**config.mk**
```make
export PLATFORM = sky130hd
export DESIGN_NAME = matrixMemory
export DESIGN_NICKNAME = d
export VERILOG_FILES = /design/src/common/strassenPkg.sv /design/src/design/matrixMemory.sv
export SDC_FILE = /design/constraint.sdc
export NUM_CORES = 1
export LEC_CHECK = 0
export ABC_CLOCK_PERIOD_IN_PS = 10600
export BUFFER_PORTS_ARGS = -buffer_cell sky130_fd_sc_hd__buf_2
export CAP_MARGIN = 40
export CORE_AREA = 2 2 210 191
export CTS_BUF_LIST = sky130_fd_sc_hd__clkbuf_8
export DETAILED_ROUTE_END_ITERATION = 8
export DIE_AREA = 0 0 212 193
export PLACE_DENSITY_LB_ADDON = 0.3
export REMOVE_ABC_BUFFERS = 1
export SLEW_MARGIN = 20
export SYNTH_ARGS = -nofsm -noshare
export SYNTH_HDL_FRONTEND = slang
export SYNTH_SLANG_ARGS = --single-unit
```
**constraint.sdc**
```tcl
create_clock -name clk -period 10.6 [get_ports clk]
set_input_delay 0.53 -clock clk [delete_from_list [all_inputs] [get_ports clk]]
set_output_delay 0.53 -clock clk [all_outputs]
set_load 0.02 [all_outputs]
```
**src/common/strassenPkg.sv**
```systemverilog
`default_nettype none

package strassenPkg;

    // ==============================
    // Sizes and widths
    // ==============================
    localparam int matDim      = 4;
    localparam int halfDim     = 2;               // Quadrant edge
    localparam int elemWidth   = 4;
    localparam int resultWidth = 12;
    localparam int addrWidth   = 4;               // Flat C address
    localparam int idxWidth    = $clog2(matDim);  // Row or column index

    typedef logic [elemWidth-1:0]   elemT;
    typedef logic [resultWidth-1:0] resultT;

    typedef elemT   operandMatT [matDim][matDim];
    typedef resultT resultMatT  [matDim][matDim];
    typedef resultT quadT       [halfDim][halfDim];

    // ==============================
    // Modes and FSM states
    // ==============================
    localparam logic [3:0] modeBrute    = 4'd2;
    localparam logic [3:0] modeStrassen = 4'd4;

    // Code 5 unused, was the 8x8 select
    typedef enum logic [3:0] {
        stIdle  = 4'd0,
        stCheck = 4'd1,
        stSel2  = 4'd2,
        stBrute = 4'd3,
        stSel4  = 4'd4,
        stSlice = 4'd6,
        stCalc1 = 4'd7,
        stCalc2 = 4'd8,
        stComb1 = 4'd9,
        stComb2 = 4'd10,
        stLoadC = 4'd11,
        stDone  = 4'd12
    } stateT;

endpackage

`default_nettype wire

```
**src/design/matrixMemory.sv**
```systemverilog
`timescale 1ns/1ns
`default_nettype none

module matrixMemory (
    input  wire logic                               clk,
    input  wire logic                               reset,
    input  wire logic                               memWrite,
    input  wire logic                               memSelB,    // 1 writes B, 0 writes A
    input  wire logic [strassenPkg::idxWidth-1:0]   memRow,
    input  wire logic [strassenPkg::idxWidth-1:0]   memCol,
    input  wire strassenPkg::elemT                  memData,
    input  wire logic                               ldOperands,
    input  wire logic [2:0]                         activeSize,
    input  wire logic                               writeResult,
    input  wire strassenPkg::resultMatT             result,
    input  wire logic [strassenPkg::addrWidth-1:0]  resultAddr,
    output strassenPkg::operandMatT                 opA,
    output strassenPkg::operandMatT                 opB,
    output strassenPkg::resultT                     resultOut
);

    strassenPkg::operandMatT memA, memB;
    strassenPkg::resultMatT  memC;

    logic [strassenPkg::idxWidth-1:0] readRow, readCol;

    // Element write port
    always_ff @(posedge clk) begin
        if (memWrite) begin
            if (memSelB) memB[memRow][memCol] <= memData;
            else         memA[memRow][memCol] <= memData;
        end
    end

    // Operand snapshot, masked to the active size
    always_ff @(posedge clk) begin
        if (ldOperands) begin
            for (int i = 0; i < strassenPkg::matDim; i++) begin
                for (int j = 0; j < strassenPkg::matDim; j++) begin
                    opA[i][j] <= (i < int'(activeSize) && j < int'(activeSize)) ?
                                 memA[i][j] : '0;
                    opB[i][j] <= (i < int'(activeSize) && j < int'(activeSize)) ?
                                 memB[i][j] : '0;
                end
            end
        end
    end

    // ==============================
    // Result store and readout
    // ==============================
    always_ff @(posedge clk or posedge reset) begin
        if (reset) begin
            for (int i = 0; i < strassenPkg::matDim; i++)
                for (int j = 0; j < strassenPkg::matDim; j++)
                    memC[i][j] <= '0;
        end else if (writeResult) begin
            memC <= result;
        end
    end

    assign readRow   = resultAddr[strassenPkg::addrWidth-1 -: strassenPkg::idxWidth];
    assign readCol   = resultAddr[strassenPkg::idxWidth-1:0];
    assign resultOut = memC[readRow][readCol];

endmodule

`default_nettype wire

```
==> run metrics <==
total global-route track usage=a little under a fifth; Routed WL=38.7 mm; largest net degree at the start of global routing=slightly above 80; Switch Pwr=around 890 µW; WP data required=slightly above 10 ns; clock power share=a little under two fifths; initial core utilization=between 40% and 50%; Commonest cells post-synth=edfxtp_1 (256), dfrtp_1 (192), mux2_2 (192), nor2b_1 (77), and2_1 (57); synthesized area per cell=18.0 µm²; Detail Placement HPWL=approximately 26 mm; Netlist cell types=21; Synth Register Bits=between 400 and 500; I/O pin count=roughly 350; vias per cell=approximately 5.0; CTS tree=done; vias=about 9700; Synth Area in XOR/XNOR=0%; CP max stage cell=mux4_2; cells after synthesis=roughly 960; Core Area=38900 µm²; unrepaired setup endpoints after global routing=no; mux cell area share after synthesis=between 10% and 20%; Non-Filler Instances=a little under 2000; Simple-Gate Fraction of Synth Area=between 6 and 7%; # fillers=roughly 3200; EDFF count, synth=~260; Initial DRT Pass Iterations=5; most numerous cell in the Yosys netlist=edfxtp_1; setup TNS=0 ns; Cell Rows=just under 70; worst-margin pin slew=~0.8 ns; Seq pwr share=a little over half; postcts setup bufs=0; CP cell instances=buf_2 > buf_4 > buf_16 > mux4_2 > a22oi_1 > nand2_1 > buf_2; layout cells sized above 1=about 50%; H-Tree Depth=3; initial antenna violation count=12; clock transition at the registers of the reported paths=0.07 ns; Die Height=~190 µm; Yosys Warn Count=0; Placed Cells=1808; VDD IR-drop max=0.100 mV; Critical Path Most Common Cell=buf_2; synth top area cells=edfxtp_1 (44%), dfrtp_1 (28%), mux2_2 (13%); die width=between 200 and 250 µm; # DRC=0; Routed wire per std cell=between 15 and 20 µm; Compound-Gate Fraction of Synth Area=under 10%; area leader, netlist=edfxtp_1; Power Density=around 180 nW/µm²; DP Area=19700 µm²; vias in the first global route=a little under 10000; CP Data Arrival Time=about 2.3 ns; main combinational cell family by area after synthesis=multiplexers; Max transition margin=46.3%; Seq/Total Area, Yosys=72.2%; ys async rst share=42.9%; first-pass GRT wire length=57.0 mm; Critical Path Source Type=input port; area grow syn2layout=22.2%; post-route ant nets=0; P_int=around 2900 µW; area taken by flip-flops and latches=roughly 12000 µm²; Hold WC Path Type=in2reg; clk root buf=clkbuf_8; critical path endpoint category=primary output; final-report hold violation count=0; Tot Pwr=3760 µW; max incr delay on CP=~0.54 ns; synthesized cell area=about 17000 µm²; routability cong.=around 0.77; starting DRC count in detailed routing=604; CTS sink count=approximately 450; fmax=~350 MHz; adder-cell share of the synthesized area=0%; combinational fraction of design power=9.4%; period utilisation layout=a little over a quarter; nets@finish=between 1500 and 2000; CP Max Fanout=34; outcome=complete, no violations; PortBufs=roughly 350; prevailing post-synth register cell=edfxtp_1; Static Leak=around 0.0087 µW; Synth top area share=around 44%; number of buffers created by CTS=74; gr ovfl total=0; Net Sw Frac=between 20% and 30%; worst clock skew=~0.015 ns; buffer levels on the longest clock path=3; max-slew violations=0; total die area=40900 µm²; final setup fails=0; Clk Latency, worst-skew pair=just over 0.6 ns; multi-input logic area=4540 µm²; Period minus WS final=~2.8 ns; post-route cell area=21100 µm²; Max-cap violations=0; Setup CP Type=in2out
[worst max-delay path, delay by kind of cell]
family	cells	cell delay, ns
buf+inv	4	0.77
mux	1	0.54
compound gates	1	0.33
simple gates	1	0.10
[worst paths after layout]
path	startpoint	endpoint	slack [ns]	depth (start not counted)
hold / removal	result[28]	memC[28]	0.13	2
hold reg to reg	memC[121]	memC[121]	0.50	1
max in group asynchronous	reset	memC[72]	9.06	5
min in group asynchronous	reset	memC[39]	0.49	3
setup reg to reg	memA[3][5]	opA[5]	9.81	1
setup / recovery	resultAddr[2]	resultOut[5]	7.75	7
[sequential cells by signal, indices dropped and copies added (netlist names)]
name,count
memA,64
memB,64
memC,192
opA,64
opB,64
[placed cells by master (no fill, tap or decap), drive strengths merged, types with 2 or more instances in the layout]
master    instances
mux4             48
nand2            16
nor2             35
inv              27
nand2b            2
clkinv           16
buf             371
and2             57
nand3             4
clkbuf           83
nor2b            77
clkinvlp          2
dfrtp           192
mux2            192
diode             7
a22oi            24
edfxtp          256
[timing repair]
action                                  4_1_cts  5_1_grt
hold buffers                                  1        0
gates resized for setup                       0        0
endpoints found under the setup margin        0        0
hold endpoints to repair                     48        0
[metal layers]
| metal | global-route usage [%] | share of wire, % | up-vias |
|---|---|---|---|
| met5 | 0 | 0.16 | - |
| met4 | 8.02 | 3.1 | 10 |
| met3 | 5.57 | 6.1 | 94 |
| met2 | 29.0 | 48 | 285 |
| met1 | 25.1 | 42 | 4957 |
| li1 | - | - | 4379 |
[power groups by stage]
stage	clock network [µW]	registers (µW)	logic [µW]
2_1_floorplan	0	2040	173
3_3_place_gp	0	2030	342
3_5_place_dp	0	2030	354
4_1_cts	1450	2000	355
5_1_grt	1530	2010	382
6_report	1410	2000	352
[cell families after synthesis]
family,Yosys count
AND/OR/NAND/NOR,194
flip-flops,448
AO/OA/AOI/OAI,25
buffers and inverters,51
multiplexers,240
[area by class of cell]
| type | instances | area share, % |
|---|---|---|
| clock inverter | 45 | 1.07 |
| timing repair buffer | 372 | 9.60 |
| multi-input combinational | 459 | 21.5 |
| sequential | 448 | 59.1 |
| antenna | 7 | 0.0829 |
| inverter | 1 | 0.0415 |
| clock buffer | 83 | 5.41 |
| tap | 532 | 3.15 |
[through the flow]
stage / setup slack, ns / hold slack (ns) / util (%)
CTS: 7.60 / 0.0698 / 54.0
finish: 7.75 / 0.133 / 54.2
detailed placement: 7.60 / 0.491 / 50.5
global placement: 7.62 / 0.484 / 50.2
floorplan: 4.84 / 0.472 / -
global route: 7.65 / 0.0813 / 54.2
Power figures use the tool's default switching activity.
