[src/common/strassenPkg.sv]
`default_nettype none

package strassenPkg;

    // ==============================
    // Sizes and widths
    // ==============================
    localparam int matDim      = 4;
    localparam int halfDim     = 2;               // Quadrant edge
    localparam int elemWidth   = 4;
    localparam int resultWidth = 12;
    localparam int addrWidth   = 4;               // Flat C address
    localparam int idxWidth    = $clog2(matDim);  // Row or column index

    typedef logic [elemWidth-1:0]   elemT;
    typedef logic [resultWidth-1:0] resultT;

    typedef elemT   operandMatT [matDim][matDim];
    typedef resultT resultMatT  [matDim][matDim];
    typedef resultT quadT       [halfDim][halfDim];

    // ==============================
    // Modes and FSM states
    // ==============================
    localparam logic [3:0] modeBrute    = 4'd2;
    localparam logic [3:0] modeStrassen = 4'd4;

    // Code 5 unused, was the 8x8 select
    typedef enum logic [3:0] {
        stIdle  = 4'd0,
        stCheck = 4'd1,
        stSel2  = 4'd2,
        stBrute = 4'd3,
        stSel4  = 4'd4,
        stSlice = 4'd6,
        stCalc1 = 4'd7,
        stCalc2 = 4'd8,
        stComb1 = 4'd9,
        stComb2 = 4'd10,
        stLoadC = 4'd11,
        stDone  = 4'd12
    } stateT;

endpackage

`default_nettype wire

[src/design/strassenControl.sv]
`timescale 1ns/1ns
`default_nettype none

module strassenControl (
    input  wire logic          clk,
    input  wire logic          reset,
    input  wire logic          start,
    input  wire logic [3:0]    mode,
    output logic               done,
    output logic               ldOperands,
    output logic               ldBrute,
    output logic               ldSlice,
    output logic               ldCalc1,
    output logic               ldCalc2,
    output logic               ldComb1,
    output logic               ldComb2,
    output logic               writeResult,
    output logic               clearAll,
    output logic [2:0]         activeSize,
    output strassenPkg::stateT state
);

    strassenPkg::stateT nextState;
    logic [2:0] sizeReg;  // Size latched in stCheck

    // ==============================
    // State register
    // ==============================
    always_ff @(posedge clk or posedge reset) begin
        if (reset) begin
            state   <= strassenPkg::stIdle;
            sizeReg <= '0;
        end else begin
            state <= nextState;
            if (state == strassenPkg::stCheck) begin
                if (mode == strassenPkg::modeBrute)
                    sizeReg <= 3'(strassenPkg::halfDim);
                else if (mode == strassenPkg::modeStrassen)
                    sizeReg <= 3'(strassenPkg::matDim);
            end
        end
    end

    always_comb begin
        nextState = state;
        case (state)
            strassenPkg::stIdle:  if (start) nextState = strassenPkg::stCheck;
            strassenPkg::stCheck: begin
                if (mode == strassenPkg::modeBrute)
                    nextState = strassenPkg::stSel2;
                else if (mode == strassenPkg::modeStrassen)
                    nextState = strassenPkg::stSel4;
            end
            strassenPkg::stSel2:  nextState = strassenPkg::stBrute;
            strassenPkg::stBrute: nextState = strassenPkg::stLoadC;
            strassenPkg::stSel4:  nextState = strassenPkg::stSlice;
            strassenPkg::stSlice: nextState = strassenPkg::stCalc1;
            strassenPkg::stCalc1: nextState = strassenPkg::stCalc2;
            strassenPkg::stCalc2: nextState = strassenPkg::stComb1;
            strassenPkg::stComb1: nextState = strassenPkg::stComb2;
            strassenPkg::stComb2: nextState = strassenPkg::stLoadC;
            strassenPkg::stLoadC: nextState = strassenPkg::stDone;
            strassenPkg::stDone:  nextState = strassenPkg::stIdle;
            default:              nextState = strassenPkg::stIdle;
        endcase
    end

    // ==============================
    // Moore outputs
    // ==============================
    assign clearAll    = (state == strassenPkg::stIdle);
    assign ldOperands  = (state == strassenPkg::stSel2) || (state == strassenPkg::stSel4);
    assign ldBrute     = (state == strassenPkg::stBrute);
    assign ldSlice     = (state == strassenPkg::stSlice);
    assign ldCalc1     = (state == strassenPkg::stCalc1);
    assign ldCalc2     = (state == strassenPkg::stCalc2);
    assign ldComb1     = (state == strassenPkg::stComb1);
    assign ldComb2     = (state == strassenPkg::stComb2);
    assign writeResult = (state == strassenPkg::stLoadC);
    assign done        = (state == strassenPkg::stDone);

    // Zero until the mode is decoded
    assign activeSize = (state == strassenPkg::stIdle || state == strassenPkg::stCheck) ?
                        3'd0 : sizeReg;

endmodule

`default_nettype wire

[config.mk]
export PLATFORM = sky130hd
export DESIGN_NAME = strassenControl
export DESIGN_NICKNAME = d
export VERILOG_FILES = /design/src/common/strassenPkg.sv /design/src/design/strassenControl.sv
export SDC_FILE = /design/constraint.sdc
export NUM_CORES = 1
export LEC_CHECK = 0
export BUFFER_PORTS_ARGS = -buffer_cell sky130_fd_sc_hd__clkbuf_2
export CAP_MARGIN = 20
export CORE_AREA = 3 3 40 42
export DETAILED_ROUTE_END_ITERATION = 6
export DIE_AREA = 0 0 43 45
export PLACE_DENSITY_LB_ADDON = 0.12
export REMOVE_ABC_BUFFERS = 1
export SLEW_MARGIN = 20
export SYNTH_ARGS = -nofsm -noshare
export SYNTH_HDL_FRONTEND = slang
export SYNTH_SLANG_ARGS = --single-unit
[constraint.sdc]
create_clock -name clk -period 1.79 [get_ports clk]
set_clock_uncertainty 0.15 [all_clocks]
set_input_delay 0.2685 -clock clk [delete_from_list [all_inputs] [get_ports clk]]
set_output_delay 0.2685 -clock clk [all_outputs]
set_load 0.005 [all_outputs]
==> metrics.txt, run 1 <==
Synth top area share=0.339; # DRC=0; ANT nets after route=0; CP Capture Type=output pin; CP startpoint kind=flop; Crit path required time=~1400 ps; Final Cycle Share=0.950; Core Footprint=0.00128 mm2; Post-CTS Hold Buffers=1; initial antenna violation count=0; max_cap viols=0; final worst setup slack=90.1 ps; Crit path max-delay family=flip-flops; Non-Filler Cell Area, Final=612 um2; register bit total from synthesis=6; Ys Warns=0; RSZ-0062 raised after global routing=no; first-pass GRT wire length=approximately 1600 um; Util after Layout=0.476; DR iter-0 viols=4; Crit Path Class=flop to output pin; drt wl/cell=between 10 and 15 um; clk_lat worst skew=~240 ps; Hold WS=approximately 110 ps; via count of the first global-routing pass=390; DP Area=just under 600 um2; count leader, synth=nor2_1; GPL Wtd Cong=around 0.73; total power=around 1 mW; H-tree depth=1; CTS tree=built; reg-to-reg critical path endpoint=sizeReg[1]; Max Slew Vio Count=0; worst reg2reg startpoint=state[1]; vertical die dimension=between 40 and 50 um; Mapped Area=443 um2; Sink Count=6; Unique masters post-synth=22; register area share after synthesis=0.339; Filler Cell Count=between 100 and 150; Worst-path clk slew=50 ps; layout cells sized above 1=0.383; leading area contributor after synthesis=dfrtp_1; vias per std cell=4.93; Top FF cell, synth=dfrtp_1; Final Hold Viols=0; Layout area overhead=38.1%; Root Buffer=clkbuf_4; Post-Route WL=~1000 um; critical path peak fanout=12; Post-synth EDFFs=0; R2R Setup Slk=about 260 ps; Placed Cells=between 90 and 100; gr usage total=0.117; Place WS=around 270 ps; starting density of the core=0.345; GR Overflow Total=0; status=finished clean; full die area=about 0.0019 mm2; asr flop ratio synth=1.00; end point of the critical path=ldCalc2; CP startpoint=state[2]; Mapped Avg Cell Area=slightly below 8 um2; n_diodes=0; synthesized instance count=56; CP bufs+invs=2; Critical Path, Cell by Cell=buf_4, nand2b_1, nor3_1, clkbuf_2; pwr dens=roughly 1600 mW/mm2; Hold WC Path Type=input port to flop; final setup violation count=0; vias=about 470; Inserted Clock Buffers=3; first-pass iteration count of the detailed router=3; CTS max path bufs=2; largest cells by area after synthesis=dfrtp_1, nand2b_1, nor2_1, nor3_1, nor4_4; leakage power=between 0.3 and 0.4 nW; synth cell count leaders=nor2_1, dfrtp_1, nand2b_1, nor3_1, clkbuf_1; PortBufs=22; Rows=13; setup bufs post-CTS=0; peak supply drop=approximately 470 uV; biggest cell delay along the critical path=370 ps; dpl hpwl=775 um; DIE WIDTH=approximately 43 um; FMAX=roughly 590 MHz; minimum clock period=1700 ps; critical path's slowest cell=dfrtp_1; Gates resized, CTS repair=0; hold path cells=3; nets@finish=90; Top Ports=24; setup TNS=0 ps; crit path DAT=between 1000 and 1500 ps; cell depth of the worst setup path=4; FF-to-FF path depth=3; pin count of the biggest net entering global routing=15; final non-filler cell total=96
==> how the worst min path moves through the flow <==
stage / from / to / slack (ps)
6_report: start / state[0] / 110
5_1_grt: start / state[0] / 130
4_1_cts: start / state[0] / 110
3_5_place_dp: reset / state[0] / 20
3_3_place_gp: reset / state[0] / 20
2_1_floorplan: reset / sizeReg[1] / -90
==> report_power, final <==
| group | internal [mW] | total [mW] | switching (mW) |
|---|---|---|---|
| Combinational | 0.296 | 0.638 | 0.342 |
| Sequential | 0.203 | 0.233 | 0.0302 |
| Clock | 0.0757 | 0.123 | 0.0469 |
==> cells by family (layout without fill, tap and decap cells) <==
logic type,Yosys count,in the layout,synth area share
AO/OA/AOI/OAI,8,8,0.110
XOR/XNOR,2,2,0.0396
buffers and inverters,7,32,0.0678
flip-flops,6,6,0.339
other,1,1,0.00847
AND/OR/NAND/NOR,32,32,0.435
==> cell type report <==
type | instances | area, um2 | share of cell area
multi-input cells | 43 | 263 | 0.429
flip-flops and latches | 6 | 150 | 0.245
repair buffers | 27 | 150 | 0.245
clock buffers | 3 | 22.5 | 0.0368
well taps | 15 | 18.8 | 0.0307
inverters | 2 | 7.51 | 0.0123
==> metal layers <==
metal	routed length, um	track usage
met4	12	0.0904
met1	488	0.150
met2	457	0.171
met5	0	0
met3	60	0.0239
==> flip-flops by register name, summed over array words and instances (netlist names) <==
register  flops
state         4
sizeReg       2
==> worst min-delay path, delay by kind of cell <==
family	cells	cell delay [ps]
AO/OA/AOI/OAI	2	130
buffers and inverters	1	70
==> layout by cell type (no fill, tap or decap), types with 3 or more instances in the layout <==
master | netlist | routed
buf_4 | 1 | 4
clkbuf_4 | 0 | 3
nor4_1 | 3 | 3
nor3_1 | 6 | 6
nor2_1 | 9 | 9
dfrtp_1 | 6 | 6
o21ai_0 | 3 | 3
clkbuf_2 | 0 | 22
nand2b_1 | 6 | 6
Note: power is estimated with default switching activity, not from simulation.
==> run 2, diff against run 1 <==
==> constraint.sdc (replaced) <==
create_clock -name clk -period 1.79 [get_ports clk]
set_clock_uncertainty 0.15 [all_clocks]
set_input_delay 0.358 -clock clk [delete_from_list [all_inputs] [get_ports clk]]
set_output_delay 0.358 -clock clk [all_outputs]
set_load 0.005 [all_outputs]
==> run 2 against run 1 <==
Maximum frequency is 1.6% lower. Routed wire length is 9.6% higher. Sequential share of layout area is 0.96 points lower. Largest power group unchanged. First-iteration DRC count is 25% lower. Final cell count stayed put. Non-clock buffer count stayed put. Combinational power is 4.7% higher. Clock power is 5% higher.
==> metrics.txt, run 2 (same netlist as run 1, synthesis figures left out) <==
R2R Setup Slk=about 220 ps; minimum clock period=1730 ps; most common cell after layout, fill and taps aside=clkbuf_2; max_slew headroom=0.662; via count of the first global-routing pass=387; area of the multi-input gates=approximately 280 um2; initial antenna violation count=0; Top Ports=24; status=finished clean; Clk network pwr share=0.123; pwr dens=1650 mW/mm2; CP Capture Type=output pin; GPL Wtd Cong=between 0.7 and 0.8; first-pass iteration count of the detailed router=4; dpl hpwl=a little over 800 um; Sink Count=6; pin count of the biggest net entering global routing=15; starting density of the core=0.345; sequential fraction of design power=0.241; setup TNS=0 ps; worst reg2reg startpoint=state[2]; RSZ-0062 raised after global routing=no; Sw Ratio=0.427; CTS tree=built; largest reg by FF count=state; commonest non-fill, non-tap cells in the layout=clkbuf_2, nor2_1, nand2b_1, dfrtp_1, nor3_1; Hold WC Path Type=input port to flop; FMAX=between 500 and 600 MHz; slew at the pin closest to its max-slew limit=between 400 and 500 ps; reg-to-reg critical path endpoint=sizeReg[1]; Inserted Clock Buffers=3; Cell Int Power=approximately 0.60 mW; final worst setup slack=around 62 ps; H-tree depth=1; first-pass GRT wire length=1760 um; peak supply drop=between 600 and 700 uV; Filler Cell Count=129; DR iter-0 viols=3; CP startpoint kind=flop; Post-Route WL=around 1100 um; Final Hold Viols=0; Logic pwr share=0.636; vertical die dimension=45 um; hold_sp=start; Place WS=~240 ps; n_diodes=0; max_cap viols=0; NetSw=approximately 0.45 mW; nets@finish=90; layout cells sized above 1=0.420; vias=about 480; total power=approximately 1.1 mW; Max Slew Vio Count=0; GR Overflow Total=0; Rows=13; leakage power=a little over 0.3 nW; CTS max path bufs=2; Crit path required time=1280 ps; gr usage total=0.127; Largest regs=state (4), sizeReg (2); setup bufs post-CTS=0; FF-to-FF path depth=3; Worst-path clk slew=around 50 ps; drt wl/cell=11.6 um; final setup violation count=0; crit path DAT=roughly 1200 ps; hold path cells=3; Crit Path Class=flop to output pin; DIE WIDTH=~43 um; number of flip-flops in the largest register=4; critical path peak fanout=12; PortBufs=22; # DRC=0; Core Footprint=~0.0013 mm2; Layout area overhead=43.8%; full die area=about 0.0019 mm2; clk_lat worst skew=250 ps; Worst Hold End=state[0]; vias per std cell=5.04; ANT nets after route=0; Root Buffer=clkbuf_4; Reg area=between 150 and 200 um2; Final Cycle Share=0.965
run 2: cell types whose count changed in the layout (fill, tap and decap cells not counted):
cell / delta
buf_2: +2
nor2_1: -1
nor4_2: +1
nor4_1: -1
buf_4: -3
nor2_2: +1
buf_6: +3
nor3_1: -1
nor3_2: +1
clkbuf_2: -2
run 2: critical path: stages, from the launching register on:
cell	delay [ps]
dfrtp_1	370
buf_6	170
nand2_1	110
nor3_1	180
clkbuf_2	150
run 2: area by class of cell:
class                      instances  area share
sequential                         6       0.236
clock buffer                       3      0.0354
inverter                           2      0.0118
timing repair buffer              27       0.253
tap                               15      0.0295
multi-input combinational         43       0.434
run 2: per-stage QoR:
stage | std cells | util | hold WS, ps | instance area [um2]
2_1_floorplan | 51 | - | -1.04 | 420
3_3_place_gp | 92 | 0.451 | 120 | 579
3_5_place_dp | 92 | 0.451 | 120 | 579
4_1_cts | 96 | 0.476 | 203 | 612
5_1_grt | 96 | 0.496 | 248 | 637
6_report | 96 | 0.496 | 199 | 637
run 2: how the worst max path moves through the flow:
stage	endpoint	cells after the start	startpoint	slack [ps]
5_1_grt	ldOperands	4	state[2]	4
6_report	ldBrute	4	state[1]	60
3_3_place_gp	sizeReg[2]	4	mode[0]	260
2_1_floorplan	sizeReg[1]	3	state[1]	150
4_1_cts	activeSize[2]	4	state[2]	8
3_5_place_dp	sizeReg[1]	3	state[2]	240
run 2: power by group through the flow:
stage	Sequential, mW	Combinational (mW)	Clock, mW
2_1_floorplan	0.323	0.282	0
3_3_place_gp	0.250	0.629	0
3_5_place_dp	0.249	0.635	0
4_1_cts	0.248	0.639	0.131
5_1_grt	0.268	0.746	0.136
6_report	0.254	0.668	0.129
run 2: metal layers:
metal / vias to the layer above / wire length, um / GRT usage
li1: 243 / - / -
met1: 221 / 513 / 0.160
met2: 16 / 506 / 0.177
met3: 4 / 53 / 0.0239
met4: 0 / 42 / 0.127
met5: - / 0 / 0
run 2: timing repair:
action                                  4_1_cts  5_1_grt
endpoints found under the setup margin        0        5
endpoints found under the hold margin         6        0
hold buffers                                  1        0
gates resized for setup                       0        8
